[config.mk]
export PLATFORM = sky130hd
export DESIGN_NAME = ifu
export DESIGN_NICKNAME = d
export VERILOG_FILES = /design/src/hdl/frontend_pkg.sv /design/src/hdl/ifu.sv
export SDC_FILE = /design/constraint.sdc
export NUM_CORES = 1
export LEC_CHECK = 0
export BUFFER_PORTS_ARGS = -buffer_cell sky130_fd_sc_hd__buf_2
export CAP_MARGIN = 30
export CORE_MARGIN = 1.5
export CORE_UTILIZATION = 28
export DETAILED_ROUTE_END_ITERATION = 10
export GPL_ROUTABILITY_DRIVEN = 0
export GPL_TIMING_DRIVEN = 0
export PLACE_DENSITY = 0.55
export RECOVER_POWER = 25
export SYNTH_ARGS = -nofsm -noshare
export SYNTH_HDL_FRONTEND = slang
export SYNTH_SLANG_ARGS = --single-unit
export TNS_END_PERCENT = 20
[constraint.sdc]
create_clock -name clk_i -period 12 [get_ports clk_i]
set_clock_uncertainty 0.05 [all_clocks]
set_input_delay 0.6 -clock clk_i [delete_from_list [all_inputs] [get_ports clk_i]]
set_output_delay 0.6 -clock clk_i [all_outputs]
set_load 0.02 [all_outputs]
[src/hdl/frontend_pkg.sv]
// Shared widths and structs; widths are fixed here and only BTB/cache sizes are parameters
`default_nettype none

package frontend_pkg;

  // ==================================================
  // Widths and constants
  // ==================================================
  localparam int unsigned PLEN            = 32;
  localparam int unsigned ILEN            = 32;
  localparam int unsigned INSTR_PER_FETCH = 2;
  localparam int unsigned LINE_WIDTH      = 128;
  localparam int unsigned ICACHE_WAYS     = 2;

  localparam int unsigned SLOT_IDX_W      = $clog2(INSTR_PER_FETCH);
  localparam int unsigned GROUP_BYTES     = INSTR_PER_FETCH * ILEN / 8;
  localparam int unsigned GROUP_OFFSET_W  = $clog2(GROUP_BYTES);
  localparam int unsigned LINE_OFFSET_W   = $clog2(LINE_WIDTH / 8);

  localparam logic [PLEN-1:0] RESET_PC = 32'h0000_1000;

  // ==================================================
  // Structs crossing block boundaries
  // ==================================================
  typedef struct packed {
    logic [PLEN-1:0] pc;
  } fetch_req_t;

  typedef struct packed {
    logic [PLEN-1:0]                       npc;
    logic                                  taken_valid;
    logic [SLOT_IDX_W-1:0]                 taken_slot;
    logic [INSTR_PER_FETCH-1:0][PLEN-1:0]  slot_npc;
  } pred_t;

  typedef struct packed {
    logic [PLEN-1:0] pc;
    logic            is_cond;
    logic            taken;
    logic [PLEN-1:0] target;
  } bpu_update_t;

  // Group pc is always aligned to GROUP_BYTES
  typedef struct packed {
    logic [PLEN-1:0]                      pc;
    logic [INSTR_PER_FETCH-1:0][ILEN-1:0] instrs;
    logic [INSTR_PER_FETCH-1:0]           slot_valid;
    logic [INSTR_PER_FETCH-1:0][PLEN-1:0] pred_npc;
  } fetch_group_t;

  typedef struct packed {
    logic [PLEN-1:0] paddr;
    logic            way;
  } miss_req_t;

  typedef struct packed {
    logic [PLEN-1:0]       paddr;
    logic                  way;
    logic [LINE_WIDTH-1:0] data;
  } refill_t;

endpackage

`default_nettype wire

[src/hdl/ifu.sv]
// Fetch unit; one request in flight, fetch PC must be word aligned, groups use the registered pred
`timescale 1ns/100ps
`default_nettype none

module ifu
  import frontend_pkg::*;
(
  input  logic                                 clk_i,
  input  logic                                 rst_n_i,
  input  logic                                 ibuf_ready_i,
  input  logic                                 flush_i,
  input  logic [PLEN-1:0]                      redirect_pc_i,
  input  logic                                 req_ready_i,
  input  pred_t                                pred_i,
  input  logic                                 rsp_valid_i,
  input  logic [INSTR_PER_FETCH-1:0][ILEN-1:0] rsp_instrs_i,
  output logic                                 fetch_valid_o,
  output fetch_req_t                           fetch_req_o,
  output logic                                 cache_flush_o,
  output logic                                 ibuf_valid_o,
  output fetch_group_t                         ibuf_group_o
);

  localparam logic [1:0] S_ISSUE   = 2'd0;
  localparam logic [1:0] S_WAIT    = 2'd1;
  localparam logic [1:0] S_PRESENT = 2'd2;

  logic [1:0]                 state_q;
  logic [1:0]                 state_d;
  logic [PLEN-1:0]            pc_q;
  logic [PLEN-1:0]            pc_d;
  logic [PLEN-1:0]            base_pc;
  logic                       req_fire;
  logic                       rsp_take;
  logic [INSTR_PER_FETCH-1:0] slot_mask;
  fetch_group_t               group_q;

  // ==================================================
  // Request side
  // ==================================================
  // No request leaves in the flush cycle, so nothing stale gets accepted
  assign fetch_valid_o   = !flush_i &&
                           ((state_q == S_ISSUE) || (state_q == S_PRESENT && ibuf_ready_i));
  assign fetch_req_o.pc  = pc_q;
  assign req_fire        = fetch_valid_o && req_ready_i;
  assign cache_flush_o   = flush_i;

  assign base_pc  = {pc_q[PLEN-1:GROUP_OFFSET_W], {GROUP_OFFSET_W{1'b0}}};
  assign rsp_take = (state_q == S_WAIT) && rsp_valid_i && !flush_i;

  // Slots before the fetch PC or after the taken slot are dropped
  always_comb begin
    for (int s = 0; s < INSTR_PER_FETCH; s++) begin
      slot_mask[s] = ((base_pc + PLEN'(4 * s)) >= pc_q) &&
                     !(pred_i.taken_valid && (int'(pred_i.taken_slot) < s));
    end
  end

  always_comb begin
    state_d = state_q;
    pc_d    = pc_q;
    if (flush_i) begin
      state_d = S_ISSUE;
      pc_d    = redirect_pc_i;
    end else begin
      case (state_q)
        S_ISSUE: begin
          if (req_fire) begin
            state_d = S_WAIT;
          end
        end
        S_WAIT: begin
          if (rsp_valid_i) begin
            state_d = S_PRESENT;
            pc_d    = pred_i.npc;
          end
        end
        S_PRESENT: begin
          // Next group goes out in the same cycle the buffer takes this one
          if (ibuf_ready_i) begin
            state_d = req_fire ? S_WAIT : S_ISSUE;
          end
        end
        default: begin
          state_d = S_ISSUE;
        end
      endcase
    end
  end

  always_ff @(posedge clk_i or negedge rst_n_i) begin
    if (!rst_n_i) begin
      state_q <= S_ISSUE;
      pc_q    <= RESET_PC;
    end else begin
      state_q <= state_d;
      pc_q    <= pc_d;
    end
  end

  // ==================================================
  // Instruction buffer output register
  // ==================================================
  always_ff @(posedge clk_i) begin
    if (rsp_take) begin
      group_q.pc         <= base_pc;
      group_q.instrs     <= rsp_instrs_i;
      group_q.slot_valid <= slot_mask;
      group_q.pred_npc   <= pred_i.slot_npc;
    end
  end

  assign ibuf_valid_o = (state_q == S_PRESENT);
  assign ibuf_group_o = group_q;

endmodule

`default_nettype wire

# --- Yosys cells after proc, flatten, opt, wreduce, memory -nomap -nowiden ---
# Index checks and enable logic that the tools add are counted.
word_totals:
  regBits: 193
  out_inout_bits: 197
  elab_cells: 41
classes:
  n_addsub: 1
  n_lt_le_gt_ge: 3
  eq_ne: 5
  muxes: 9
  n_reduce_logical: 15
op_table:
  columns: ["operator", "n"]
  rows:
  - ["32-bit two-way mux", 3]
  - ["32-bit greater-or-equal comparator", 2]
  - ["32-bit by 3-bit adder with 32-bit output, second input constant", 1]
  - ["3-bit inequality test, second input constant", 3]
  - ["2-bit two-way mux", 4]
  - ["1-bit logical AND", 7]
  - ["2-bit one-hot mux with 3 select lines", 1]
  - ["2-bit nonzero test", 2]
  - ["3-bit AND reduction", 1]
  - ["2-bit by 1-bit == test with 1-bit output, second input constant", 1]
  - ["2-bit == test, second input constant", 1]
  - ["1-bit zero test", 2]
  - ["2-bit zero test", 1]
  - ["2-bit AND reduction", 1]
  - ["1-bit logical OR", 1]
  - ["1-bit less-than comparator, second input constant", 1]
  - ["1-bit two-way mux", 1]

# --- Depth between registers and ports, before layout ---
depth:
  word_depth: 9
  depth_mapped: 4

# --- Worst setup path before layout ---
# OpenSTA, ideal clock, no wires.
synth_timing:
  path_type: "input to register"
  from: "input port flush_i"
  to: "register group_q, in the netlist ibuf_group_o[0], enable pin"
  setup_ps: 876
  arrival_ps: 11680
  required_ps: 11074
  setup_slack_ps: -606
  path_stages: 3
  path_buffers: 2
  path_cell_list: "buf_6 buf_6 nor3_1"
synth_between:
  elab_chain_cells: 2
synth_lines:
  columns: ["item", "line", "source"]
  rows:
  - ["start, declared", "ifu.sv:11", "input logic flush_i,"]
  - ["1-bit zero test", "ifu.sv:49", "assign rsp_take = (state_q == S_WAIT) && rsp_valid_i && !flush_i;"]
  - ["1-bit logical AND", "ifu.sv:49", null]
  - ["named net rsp_take", "ifu.sv:34", "logic rsp_take;"]
  - ["end, declared", "ifu.sv:36", "fetch_group_t group_q;"]
# The timed path passes the listed nets, and every way through them passes these cells.
# A chain may end at the register's enable or synchronous reset.

# --- Final worst setup path ---
layout_timing:
  from: "register state_q[1]"
  to: "output port fetch_valid_o"
layout_between:
  elab_chain_cells: 4
layout_lines:
  columns: ["item", "line", "source"]
  rows:
  - ["start, declared", "ifu.sv:28", "logic [1:0] state_q;"]
  - ["start signal, assigned", "ifu.sv:96", "state_q <= state_d;"]
  - ["2-bit == test", "ifu.sv:43", "((state_q == S_ISSUE) || (state_q == S_PRESENT && ibuf_ready_i));"]
  - ["1-bit logical AND", "ifu.sv:43", null]
  - ["1-bit logical OR *", "ifu.sv:43", null]
  - ["1-bit logical AND *", "ifu.sv:42", "assign fetch_valid_o = !flush_i &&"]
  - ["end, declared", "ifu.sv:17", "output logic fetch_valid_o,"]
# Mark *: on every way between the ends. The rest lies on a longest branch, timed or not.

==> impl_metrics.tcl <==
set metrics [dict create \
    fmax_mhz 482 \
    maxCapViolCount 0 \
    syn-cell-area_mm2 0.00671 \
    dpl-instance-area_mm2 0.00932 \
    die_h_um 158 \
    antenna_found_initial 6 \
    synth_cell_types 19 \
    leakage_nw 4.32 \
    dpl.hpwl_mm 14.6 \
    synth_edf_count 159 \
    cts_tree "done" \
    cp.arrival_ns 1.43 \
    synth_area_leaders "edfxtp_1, dfrtp_1, mux2_4" \
    worst_pin_slew_ns 0.805 \
    multi_input_area_um2 985 \
    period_share_pct 17.3 \
    synthMostInstantiatedCell "edfxtp_1" \
    hold_path.class "primary input to async pin" \
    cp-start-kind "flop" \
    die_w_um 158 \
    synth-adder-area-share_pct 0 \
    grt_max_degree 35 \
    fin_cells 1045 \
    hold_viol_final 0 \
    final_nets 908 \
    cp.required_ns 11.35 \
    nFillCells 2162 \
    synth_top_area_cell "edfxtp_1" \
    start_util_pct 28.6 \
    clock_sinks 193 \
    power_density_mw_per_mm2 152 \
    wl_per_cell_um 17.5 \
    clkLatencyLatePin_ns 0.42 \
    synth_xor_area_share_pct 0 \
    drtAntennaViolNets 0 \
    drt-initial-drc-count 156 \
    cp-end-kind "primary output" \
    postCtsHoldBufs 0 \
    avgSynthCellArea_um2 23.6 \
    async_flop_share_pct 17.6 \
    status "complete, no violations" \
    drc 0 \
    firstDrtPassIters 4 \
    core-area_mm2 0.0235 \
    area_delta_synth_final_pct 48.2 \
    place.port_buffers 392 \
    clockBufferDepth 2 \
    yosys_warnings 0 \
    fin_tns_setup_ns 0 \
    ys.flop_type "edfxtp_1" \
    clkSlewWorstSetupHoldPaths_ns 0.08 \
    grt_util_all_layers_pct 14.0 \
    cts_root_buf "clkbuf_16" \
    die_area_mm2 0.0249 \
    ff2ff_setup_slack_ns 10.00 \
    synth_top_family_by_area "multiplexers" \
    slew_violations 0 \
    finalCriticalPeriod_ns 2.08 \
    reg2reg_depth 6 \
    drive_above_1_share_pct 71.0 \
    worstPathMaxFanout 4 \
    max-vdd-ir-drop_mv 0.0931 \
    globalRouteOverflowTotal 0 \
    synth-compound-area-share_pct 0.801 \
    place_inst 1007 \
    yosysSeqAreaShare_pct 83.8 \
    h-tree-depth 4 \
    post_cts_resized 0 \
    final_area_mm2 0.00995 \
    grt_pass1_vias 4088 \
    cp-startpoint "state_q[1]" \
    ios 397 \
    avgViaCountPerCell 3.99 \
    yosysTopAreaCellShare_pct 71.1 \
    relSlewSlack_pct 46.3 \
    muxShareOfSynthArea_pct 13.0 \
    synth_cells 285 \
    worstSetupPathType "flop to primary output" \
    ys_ff_latch 193 \
    rr_startpoint "state_q[0]" \
    vias 4170 \
    endpoint "fetch_valid_o" \
    rows 56 \
    regArea_mm2 0.00563 \
    hold_ws_ns 0.217 \
    grt_pass1_wl_mm 24.8 \
    r2r-end "ibuf_group_o[116]" \
    yosys.area_share.simple_pct 0.559 \
    setup_viol 0 \
    cts_setup_buffers 0 \
    rsz0062_at_grt "false" \
    cts_buffers 17 \
    wl_mm 18.3 \
    netlist_top_cells_count "edfxtp_1, mux2_4, dfrtp_1" \
]
-- layout make-up --
cell class / instances / area share [%]
Sequential cell: 193 / 56.6
Antenna cell: 6 / 0.151
Clock buffer: 17 / 4.28
Multi-Input combinational cell: 81 / 9.90
Clock inverter: 14 / 1.64
Tap cell: 319 / 4.01
Buffer: 11 / 1.13
Inverter: 2 / 0.0755
Timing Repair Buffer: 402 / 22.2
-- metal layers --
layer / global-route usage (%) / vias up / share of wire (%)
met1: 14.9 / 1980 / 35
met3: 4.85 / 19 / 9.3
met2: 24.9 / 215 / 53
li1: - / 1956 / -
met5: 0 / - / 0
met4: 6.74 / 0 / 2.5
-- sequential cells by signal, indices dropped and copies added (netlist names) --
register	flops
ibuf_group_o	159
state_q	2
fetch_req_o	32
-- metrics by stage --
| step | utilization [%] | setup WS (ns) | power, mW |
|---|---|---|---|
| 6_report | 42.4 | 9.92 | 1.51 |
| 5_1_grt | 42.4 | 9.79 | 1.58 |
| 4_1_cts | 42.2 | 9.57 | 1.54 |
| 3_5_place_dp | 39.7 | 9.24 | 0.971 |
| 3_3_place_gp | 38.7 | 1.38 | 0.966 |
| 2_1_floorplan | - | 4.32 | 0.888 |
-- critical path, stage by stage (launching register included) --
cell and delay (ns):
dfrtp_1 0.41, inv_1 0.16, nor2_1 0.09, nor3_1 0.16
buf_2 0.20
-- worst min-delay path by stage --
| stage | to | depth (start not counted) | slack (ns) | startpoint |
|---|---|---|---|---|
| final | fetch_req_o[11] | 1 | 0.22 | rst_n_i |
| after global routing | fetch_req_o[13] | 1 | 0.27 | rst_n_i |
| after CTS | fetch_req_o[11] | 1 | 0.23 | rst_n_i |
| after detailed placement | ibuf_group_o[138] | 0 | 0.40 | fetch_req_o[8] |
| after global placement | ibuf_group_o[138] | 0 | 0.40 | fetch_req_o[8] |
| after floorplan | fetch_req_o[0] | 0 | 0.25 | rst_n_i |
-- power breakdown --
group          switching, mW  internal, mW  total (mW)
sequential            0.0166         0.763       0.780
clock                  0.280         0.280       0.560
combinational         0.0906        0.0834       0.174
total                  0.387          1.13        1.51
-- cell families (layout without fill, tap and decap cells) --
kind of cell,after synthesis,count (layout)
AND/OR/NAND/NOR,8,8
other,1,9
flip-flops,193,193
multiplexers,64,64
buffers and inverters,13,446
AO/OA/AOI/OAI,6,6
-- placed cells by master, fill, tap and decap left out, drive strengths merged --
master and n:
o211ai 1, edfxtp 159, clkbuf 17, dfstp 1, nand3b 1, nor3 3, clkinv 7, nand2 1
nor2 3, inv 9, conb 3, diode 6, a21o 1, a21oi 2, dfrtp 33, a31oi 1
o21a 1, mux2 64, buf 413
Note: power is estimated with default switching activity, not from simulation.
