[src/hdl/frontend_pkg.sv]
// Shared widths and structs; widths are fixed here and only BTB/cache sizes are parameters
`default_nettype none

package frontend_pkg;

  // ==================================================
  // Widths and constants
  // ==================================================
  localparam int unsigned PLEN            = 32;
  localparam int unsigned ILEN            = 32;
  localparam int unsigned INSTR_PER_FETCH = 2;
  localparam int unsigned LINE_WIDTH      = 128;
  localparam int unsigned ICACHE_WAYS     = 2;

  localparam int unsigned SLOT_IDX_W      = $clog2(INSTR_PER_FETCH);
  localparam int unsigned GROUP_BYTES     = INSTR_PER_FETCH * ILEN / 8;
  localparam int unsigned GROUP_OFFSET_W  = $clog2(GROUP_BYTES);
  localparam int unsigned LINE_OFFSET_W   = $clog2(LINE_WIDTH / 8);

  localparam logic [PLEN-1:0] RESET_PC = 32'h0000_1000;

  // ==================================================
  // Structs crossing block boundaries
  // ==================================================
  typedef struct packed {
    logic [PLEN-1:0] pc;
  } fetch_req_t;

  typedef struct packed {
    logic [PLEN-1:0]                       npc;
    logic                                  taken_valid;
    logic [SLOT_IDX_W-1:0]                 taken_slot;
    logic [INSTR_PER_FETCH-1:0][PLEN-1:0]  slot_npc;
  } pred_t;

  typedef struct packed {
    logic [PLEN-1:0] pc;
    logic            is_cond;
    logic            taken;
    logic [PLEN-1:0] target;
  } bpu_update_t;

  // Group pc is always aligned to GROUP_BYTES
  typedef struct packed {
    logic [PLEN-1:0]                      pc;
    logic [INSTR_PER_FETCH-1:0][ILEN-1:0] instrs;
    logic [INSTR_PER_FETCH-1:0]           slot_valid;
    logic [INSTR_PER_FETCH-1:0][PLEN-1:0] pred_npc;
  } fetch_group_t;

  typedef struct packed {
    logic [PLEN-1:0] paddr;
    logic            way;
  } miss_req_t;

  typedef struct packed {
    logic [PLEN-1:0]       paddr;
    logic                  way;
    logic [LINE_WIDTH-1:0] data;
  } refill_t;

endpackage

`default_nettype wire

[src/hdl/icache.sv]
// Two-way I-cache; one outstanding miss, no invalidation, refill must carry the requested line and way
`timescale 1ns/100ps
`default_nettype none

module icache
  import frontend_pkg::*;
#(
  parameter int unsigned ICACHE_SETS = 16
) (
  input  logic                                 clk_i,
  input  logic                                 rst_n_i,
  input  logic                                 req_valid_i,
  input  fetch_req_t                           req_i,
  input  logic                                 flush_i,
  input  logic                                 miss_ready_i,
  input  logic                                 refill_valid_i,
  input  refill_t                              refill_i,
  output logic                                 req_ready_o,
  output logic                                 rsp_valid_o,
  output logic [INSTR_PER_FETCH-1:0][ILEN-1:0] rsp_instrs_o,
  output logic                                 miss_valid_o,
  output miss_req_t                            miss_req_o,
  output logic                                 refill_ready_o
);

  localparam int unsigned INDEX_W    = $clog2(ICACHE_SETS);
  localparam int unsigned TAG_W      = PLEN - INDEX_W - LINE_OFFSET_W;
  localparam int unsigned GROUP_BITS = INSTR_PER_FETCH * ILEN;

  localparam logic [2:0] S_IDLE    = 3'd0;
  localparam logic [2:0] S_LOOKUP  = 3'd1;
  localparam logic [2:0] S_MISS    = 3'd2;
  localparam logic [2:0] S_REFILL  = 3'd3;
  localparam logic [2:0] S_RESPOND = 3'd4;

  logic [TAG_W-1:0]       tag_q   [ICACHE_WAYS][ICACHE_SETS];
  logic [LINE_WIDTH-1:0]  data_q  [ICACHE_WAYS][ICACHE_SETS];
  logic [ICACHE_WAYS-1:0] valid_q [ICACHE_SETS];
  logic [ICACHE_SETS-1:0] rr_q;

  logic [2:0]             state_q;
  logic                   flushed_q;
  logic [PLEN-1:0]        addr_q;
  logic [GROUP_BITS-1:0]  rsp_q;

  logic [INDEX_W-1:0]     set_idx;
  logic [TAG_W-1:0]       req_tag;
  logic [INDEX_W-1:0]     refill_idx;
  logic [ICACHE_WAYS-1:0] way_hit;
  logic                   hit;
  logic                   victim;
  logic                   refill_fire;
  logic [LINE_WIDTH-1:0]  hit_line;
  logic [GROUP_BITS-1:0]  lookup_instrs;

  // ==================================================
  // Hit check and victim choice
  // ==================================================
  assign set_idx    = addr_q[LINE_OFFSET_W +: INDEX_W];
  assign req_tag    = addr_q[PLEN-1 -: TAG_W];
  assign refill_idx = refill_i.paddr[LINE_OFFSET_W +: INDEX_W];

  always_comb begin
    for (int w = 0; w < ICACHE_WAYS; w++) begin
      way_hit[w] = valid_q[set_idx][w] && (tag_q[w][set_idx] == req_tag);
    end
  end

  assign hit      = |way_hit;
  assign hit_line = data_q[way_hit[1]][set_idx];
  // Two groups per line, picked by the group offset bit
  assign lookup_instrs =
    hit_line[addr_q[LINE_OFFSET_W-1:GROUP_OFFSET_W] * GROUP_BITS +: GROUP_BITS];

  // Empty way first, then round robin
  assign victim = !valid_q[set_idx][0] ? 1'b0 :
                  !valid_q[set_idx][1] ? 1'b1 : rr_q[set_idx];

  // ==================================================
  // Miss state machine
  // ==================================================
  assign req_ready_o    = (state_q == S_IDLE);
  assign refill_ready_o = (state_q == S_REFILL);
  assign refill_fire    = refill_valid_i && refill_ready_o;

  assign miss_valid_o     = (state_q == S_LOOKUP && !hit && !flush_i) || (state_q == S_MISS);
  assign miss_req_o.paddr = {addr_q[PLEN-1:LINE_OFFSET_W], {LINE_OFFSET_W{1'b0}}};
  assign miss_req_o.way   = victim;

  assign rsp_valid_o  = !flush_i && ((state_q == S_LOOKUP && hit) || (state_q == S_RESPOND));
  assign rsp_instrs_o = (state_q == S_RESPOND) ? rsp_q : lookup_instrs;

  always_ff @(posedge clk_i or negedge rst_n_i) begin
    if (!rst_n_i) begin
      state_q   <= S_IDLE;
      flushed_q <= 1'b0;
    end else begin
      // A flush during the miss is remembered until the refill lands
      flushed_q <= (state_q == S_MISS || state_q == S_REFILL) && (flushed_q || flush_i);
      case (state_q)
        S_IDLE: begin
          if (req_valid_i) begin
            state_q <= S_LOOKUP;
          end
        end
        S_LOOKUP: begin
          if (flush_i || hit) begin
            state_q <= S_IDLE;
          end else if (miss_ready_i) begin
            state_q <= S_REFILL;
          end else begin
            state_q <= S_MISS;
          end
        end
        S_MISS: begin
          if (miss_ready_i) begin
            state_q <= S_REFILL;
          end
        end
        S_REFILL: begin
          if (refill_valid_i) begin
            state_q <= (flushed_q || flush_i) ? S_IDLE : S_RESPOND;
          end
        end
        default: begin
          state_q <= S_IDLE;
        end
      endcase
    end
  end

  always_ff @(posedge clk_i) begin
    if (req_valid_i && req_ready_o) begin
      addr_q <= req_i.pc;
    end
    if (refill_fire) begin
      rsp_q <= refill_i.data[addr_q[LINE_OFFSET_W-1:GROUP_OFFSET_W] * GROUP_BITS +: GROUP_BITS];
    end
  end

  // ==================================================
  // Refill write
  // ==================================================
  always_ff @(posedge clk_i) begin
    if (refill_fire) begin
      tag_q[refill_i.way][refill_idx]  <= refill_i.paddr[PLEN-1 -: TAG_W];
      data_q[refill_i.way][refill_idx] <= refill_i.data;
    end
  end

  always_ff @(posedge clk_i or negedge rst_n_i) begin
    if (!rst_n_i) begin
      rr_q <= '0;
      for (int s = 0; s < ICACHE_SETS; s++) begin
        valid_q[s] <= '0;
      end
    end else if (refill_fire) begin
      valid_q[refill_idx][refill_i.way] <= 1'b1;
      rr_q[refill_idx]                  <= ~rr_q[refill_idx];
    end
  end

endmodule

`default_nettype wire

[config.mk]
export PLATFORM = sky130hd
export DESIGN_NAME = icache
export DESIGN_NICKNAME = d
export VERILOG_FILES = /design/src/hdl/frontend_pkg.sv /design/src/hdl/icache.sv
export SDC_FILE = /design/constraint.sdc
export NUM_CORES = 2
export LEC_CHECK = 0
export BUFFER_PORTS_ARGS = -buffer_cell sky130_fd_sc_hd__buf_4
export CAP_MARGIN = 5
export CORE_UTILIZATION = 35
export CTS_CLUSTER_SIZE = 10
export DETAILED_ROUTE_END_ITERATION = 12
export GPL_TIMING_DRIVEN = 1
export PLACE_DENSITY = 0.47
export SYNTH_ARGS = -nofsm -noshare
export SYNTH_HDL_FRONTEND = slang
export SYNTH_MEMORY_MAX_BITS = 65536
export SYNTH_SLANG_ARGS = --single-unit
export TNS_END_PERCENT = 1
[constraint.sdc]
create_clock -name clk_i -period 21.7 [get_ports clk_i]
set_input_delay 2.17 -clock clk_i [delete_from_list [all_inputs] [get_ports clk_i]]
set_output_delay 2.17 -clock clk_i [all_outputs]
set_load 0.01 [all_outputs]
=== Word-level counts from Yosys, hierarchy flattened ===
Memories as Yosys holds them, arrays and structs flattened.
Cells that the tools add are included.

* Register bits after elaboration: 148
* Memory bits (writable): 4,864
* Bits of input ports: 199
* Output and inout port bits: 101
* Logic and storage cells: 108
* Memories kept: 2

{| class="wikitable"
|+ Memory list
! memory !! words !! bits a word !! rd ports !! clocked after memory_dff !! wr ports !! line !! source
|-
| data_q || 2 || 2,048 || 1 || 0 || 1 || icache.sv:37 || <nowiki>logic [LINE_WIDTH-1:0] data_q [ICACHE_WAYS][ICACHE_SETS];</nowiki>
|-
| tag_q || 2 || 384 || 2 || 0 || 1 || icache.sv:36 || <nowiki>logic [TAG_W-1:0] tag_q [ICACHE_WAYS][ICACHE_SETS];</nowiki>
|}

* Magnitude comparators: 8
* Eq/ne operators: 9
* Shifts and indexed selects: 2
* Mux-type cells: 40
* Bitwise gates (word level): 4
* Reduce and logical (&&, ||, !) cells: 22

{| class="wikitable"
|+ Operators with widths
! cell !! count
|-
| 2048-bit two-way mux || 1
|-
| 128-bit binary-select mux with 4-bit select || 1
|-
| 128-bit demux with 4-bit select || 1
|-
| 128-bit two-way mux || 3
|-
| 384-bit two-way mux || 1
|-
| 128-bit by 8-bit variable part select with 64-bit output || 2
|-
| 24-bit binary-select mux with 4-bit select || 2
|-
| 24-bit two-way mux || 5
|-
| 24-bit demux with 4-bit select || 1
|-
| 64-bit two-way mux || 1
|-
| 24-bit == test || 2
|-
| 32-bit bitwise OR || 1
|-
| 16-bit bitwise mux || 1
|-
| 1-bit logical AND || 12
|-
| 3-bit two-way mux || 4
|-
| 3-bit one-hot mux with 4 select lines || 1
|-
| 5-bit >= comparator (second input constant) || 2
|-
| 4-bit by 5-bit less-than comparator with 1-bit output (second input constant) || 2
|-
| 4-bit inverter with 5-bit output || 2
|-
| 1-bit binary-select mux with 4-bit select || 2
|-
| 2-bit binary-select mux with 4-bit select || 1
|-
| 2-bit demux with 4-bit select || 1
|-
| 1-bit two-way mux || 8
|-
| 2-bit two-way mux || 4
|-
| 16 further kinds || 24
|}

=== Longest topological paths before layout ===
An unclocked memory read counts as a cell.

* Depth after elaboration: 12
* Depth in mapped cells: 22

=== Worst setup path before layout ===
No wires, ideal clock.

* Path type: in2reg
* Start: input refill_valid_i
* End: register valid_q[30] (netlist name)
* Setup time: 0.157 ns
* Arrival: 20.444 ns
* Required time: 21.543 ns
* Setup slack: 1.099 ns
* Stages: 6
* Path through: and3_1 > clkbuf_1 > or3b_2 > clkbuf_1 > nor4_1 > or2_2

* Cells in the longest elaborated chain, start to end: 1

{| class="wikitable"
|+ RTL lines
! element !! line !! source
|-
| from (decl) || icache.sv:16 || <nowiki>input logic refill_valid_i,</nowiki>
|-
| 1-bit logical AND || icache.sv:84 || <nowiki>assign refill_fire = refill_valid_i && refill_ready_o;</nowiki>
|-
| via refill_fire || icache.sv:52 || <nowiki>logic refill_fire;</nowiki>
|-
| to (signal, indexed assignment) || icache.sv:155 || <nowiki>valid_q[s] <= '0;</nowiki>
|-
| to (signal, indexed assignment) || icache.sv:158 || <nowiki>valid_q[refill_idx][refill_i.way] <= 1'b1;</nowiki>
|-
| to (decl) || icache.sv:38 || <nowiki>logic [ICACHE_WAYS-1:0] valid_q [ICACHE_SETS];</nowiki>
|}

The timed path passes the listed nets, and every way through them passes these cells.
A chain may end at the register's enable or synchronous reset.

==> impl_metrics.csv <==
group,metric,value,unit
outcome,status,"finished, violations left",
outcome,violations,"max-capacitance violations, max-slew violations",
clock_network,clock-sinks,5009,
logic_synthesis,synth_common_cells,"4,957 x edfxtp_1, 944 x mux4_2, 645 x nand2_1",
logic_synthesis,yosys.area.top_type,"edfxtp_1",
timing,min_period,13190,ps
timing,setup_viol,0,
clock_network,ctsResizeCount,0,
logic_synthesis,ys.flop_type,"edfxtp_1",
logic_synthesis,yosys.area.top_type_share,77.1,%
logic_synthesis,ys_ff_latch,5009,
clock_network,path_clk_slew,50,ps
timing,slew_headroom,-1.73,%
clock_network,cts_setup_buffers,0,
clock_network,clock_latency,1110,ps
logic_synthesis,ys_async_sr_fraction,1.04,%
pwr,ir_drop,0.0000704,V
run,cap_violations,1,
logic_synthesis,synth_edf_count,4957,
floorplan,die_y,745,um
detailed_routing,vias,99542,
detailed_routing,wl_per_cell,36.1,um
timing,rsz0062_at_grt,"false",
global_routing,grt_pass1_vias,101356,
clock_network,root_buffer,"clkbuf_16",
global_routing,grt_remaining_overflow,0,
logic_synthesis,synthTopCellsByArea,"edfxtp_1 77%, mux4_2 11%, mux2i_1 2.1%",
logic_synthesis,yosysUniqueCellTypes,76,
detailed_routing,wl,626,mm
floorplan,ios,300,
placement,gp_congestion,0.746,
logic_synthesis,synth_area,0.193,sq mm
detailed_routing,ant_nets,0,
pwr,p_per_area,99.7,mW/mm^2
clock_network,hold_buffers,0,
logic_synthesis,synthCells,9316,
detailed_routing,drc,0,
worst_hold_path,hold_class,"reg -> reg",
floorplan,dieArea,0.555,sq mm
setup_path,worst_setup_path_end_kind,"output port",
logic_synthesis,avgSynthCellArea,20.7,sq um
clock_network,cts_tree,"done",
floorplan,core_area,0.549,sq mm
layout,fillCellCount,48590,
timing,fin_skew,51.2,ps
setup_path,crit_fanout,114,
global_routing,antenna_found_initial,81,
timing,fin_crit_sh,60.8,%
logic_synthesis,yosys_warnings,0,
placement,pre_cts_ws,9480,ps
timing,slew_violations,2,
floorplan,die_w,745,um
layout,area_delta_synth_final,14.2,%
pwr,p_leak,71.5,nW
global_routing,grt_pass1_wl,855,mm
detailed_routing,via_per_inst,5.74,
layout,layout-drive-gt1-share,24.5,%
placement,place.detailed.hpwl,322,mm
timing,hold_violations,0,
logic_synthesis,yosysSeqAreaShare,77.7,%
layout,nets,10085,
floorplan,row_count,272,
logic_synthesis,yosysMostFrequentCell,"edfxtp_1",
detailed_routing,first_pass_iters,5,
setup_path,cp_data_required_time,19530,ps
timing,fmax,75.8,MHz
clock_network,htreeDepth,6,
timing,tightestPinTransition,1510,ps
global_routing,track_usage,22.2,%
setup_path,arrival,11020,ps
detailed_routing,dr.first_iter.drc_count,11529,
setup_path,path_class,"reg -> out",
timing,setup_slack,8510,ps
floorplan,initial_core_util,35.2,%
clock_network,numCtsBuffers,587,
timing,tns,0,ps
global_routing,grt_start_max_net_pins,115,
placement,port_buffers,288,
setup_path,worstSetupStartpointType,"flop",
clock_network,clock_path_buffers,4,
area by class of cell:
| type | count | area [sq um] | share of cell area, % |
|---|---|---|---|
| diodes | 16 | 40.0 | 0.0181 |
| inverters | 8 | 52.6 | 0.0238 |
| multi-input cells | 3718 | 40400 | 18.3 |
| clock buffers | 705 | 15200 | 6.91 |
| flip-flops and latches | 5009 | 150000 | 68.1 |
| clock inverters | 77 | 988 | 0.448 |
| repair buffers | 562 | 4660 | 2.11 |
| well taps | 7261 | 9080 | 4.12 |
power breakdown:
part,internal [mW],switching (mW)
clock network,4.97,3.77
registers,10.8,0.0667
logic,0.790,1.63
layer usage:
layer	routed length, um	share of wire, %	up-vias	global-route usage (%)
met3	43400	6.9	820	3.52
met4	12700	2.0	40	4.65
met1	272000	44	55121	31.8
met2	297000	47	3829	36.1
met5	245	0.039	-	0
li1	-	-	39732	-
flip-flops by register name, summed over array words and instances, names as in the netlist:
| name | flops |
|---|---|
| tag_q | 768 |
| data_q | 4096 |
| valid_q | 32 |
| state_q | 3 |
| addr_q | 29 |
| flushed_q | 1 |
| rr_q | 16 |
| rsp_q | 64 |
path summary, 6_finish.rpt:
path	start	endpoint	slack (ps)	cells after the start
worst max-delay path	addr_q[5]$_DFFE_PP_	rsp_instrs_o[9]	8510	21
worst min-delay path	valid_q[29]$_DFFE_PN0P_	valid_q[29]$_DFFE_PN0P_	470	1
worst max register to register	addr_q[5]$_DFFE_PP_	state_q[0]$_DFFE_PN0P_	15530	15
worst min register to register	valid_q[29]$_DFFE_PN0P_	valid_q[29]$_DFFE_PN0P_	470	1
max in group asynchronous	rst_n_i	valid_q[3]$_DFFE_PN0P_	20100	1
min in group asynchronous	rst_n_i	valid_q[12]$_DFFE_PN0P_	1100	1
through the flow:
step | util, % | hold slack (ps) | instance area (sq um) | instances | total power, mW
finish | 40.2 | 465 | 221000 | 17356 | 22.0
global route | 40.2 | 479 | 221000 | 17344 | 22.6
CTS | 40.2 | 463 | 221000 | 17340 | 22.2
detailed placement | 37.2 | 449 | 204000 | 16558 | 13.5
global placement | 37.2 | 419 | 204000 | 16558 | 13.5
floorplan | - | 411 | 193000 | 9319 | 12.2
critical path, cell delays in order (launching register included):
cell	delay [ps]
edfxtp_1	370
buf_12	560
buf_4	680
buf_4	680
nor2b_4	270
buf_4	460
a22oi_1	180
nand2_1	140
xnor2_1	120
nor4_1	90
o2111ai_1	530
or2_4	790
buf_4	660
buf_12	550
buf_4	830
mux4_2	370
mux2i_1	80
o211ai_1	250
a21oi_1	170
nor3_1	1220
buf_4	260
buf_4	120
cells by family (layout without fill, tap and decap cells):
family | count (synthesis) | in the layout | synth area share (%)
DFF | 5009 | 5009 | 77.7
muxes | 1545 | 1545 | 14.3
and+or+nand+nor | 1151 | 1151 | 2.66
AOI/OAI and AO/OA | 966 | 966 | 3.59
buffers and inverters | 592 | 1352 | 1.52
xor gates and xnor gates | 52 | 52 | 0.236
other | 1 | 20 | 0.00194
placed cells by master, fill, tap and decap left out, types with 21 or more instances in the layout:
| cell | synthesis | final |
|---|---|---|
| edfxtp_1 | 4957 | 4957 |
| mux4_2 | 944 | 944 |
| nand2_1 | 645 | 640 |
| clkbuf_16 | 0 | 592 |
| buf_4 | 78 | 527 |
| mux2i_1 | 400 | 400 |
| a21oi_1 | 243 | 243 |
| mux2_2 | 195 | 195 |
| clkbuf_1 | 269 | 112 |
| nand3_1 | 105 | 104 |
| nor2_1 | 116 | 103 |
| o22ai_1 | 91 | 91 |
| a2111oi_0 | 72 | 72 |
| o221ai_1 | 66 | 66 |
| a221oi_1 | 64 | 64 |
| a22oi_1 | 63 | 63 |
| a211oi_1 | 53 | 52 |
| dfrtp_1 | 52 | 52 |
| nand2b_1 | 53 | 50 |
| o21ai_0 | 49 | 49 |
| a31oi_1 | 48 | 48 |
| and3_1 | 53 | 48 |
| nor3_1 | 58 | 46 |
| buf_12 | 0 | 35 |
| or2_2 | 35 | 34 |
| xnor2_1 | 32 | 32 |
| inv_6 | 0 | 21 |
(Power assumes the default switching activity.)
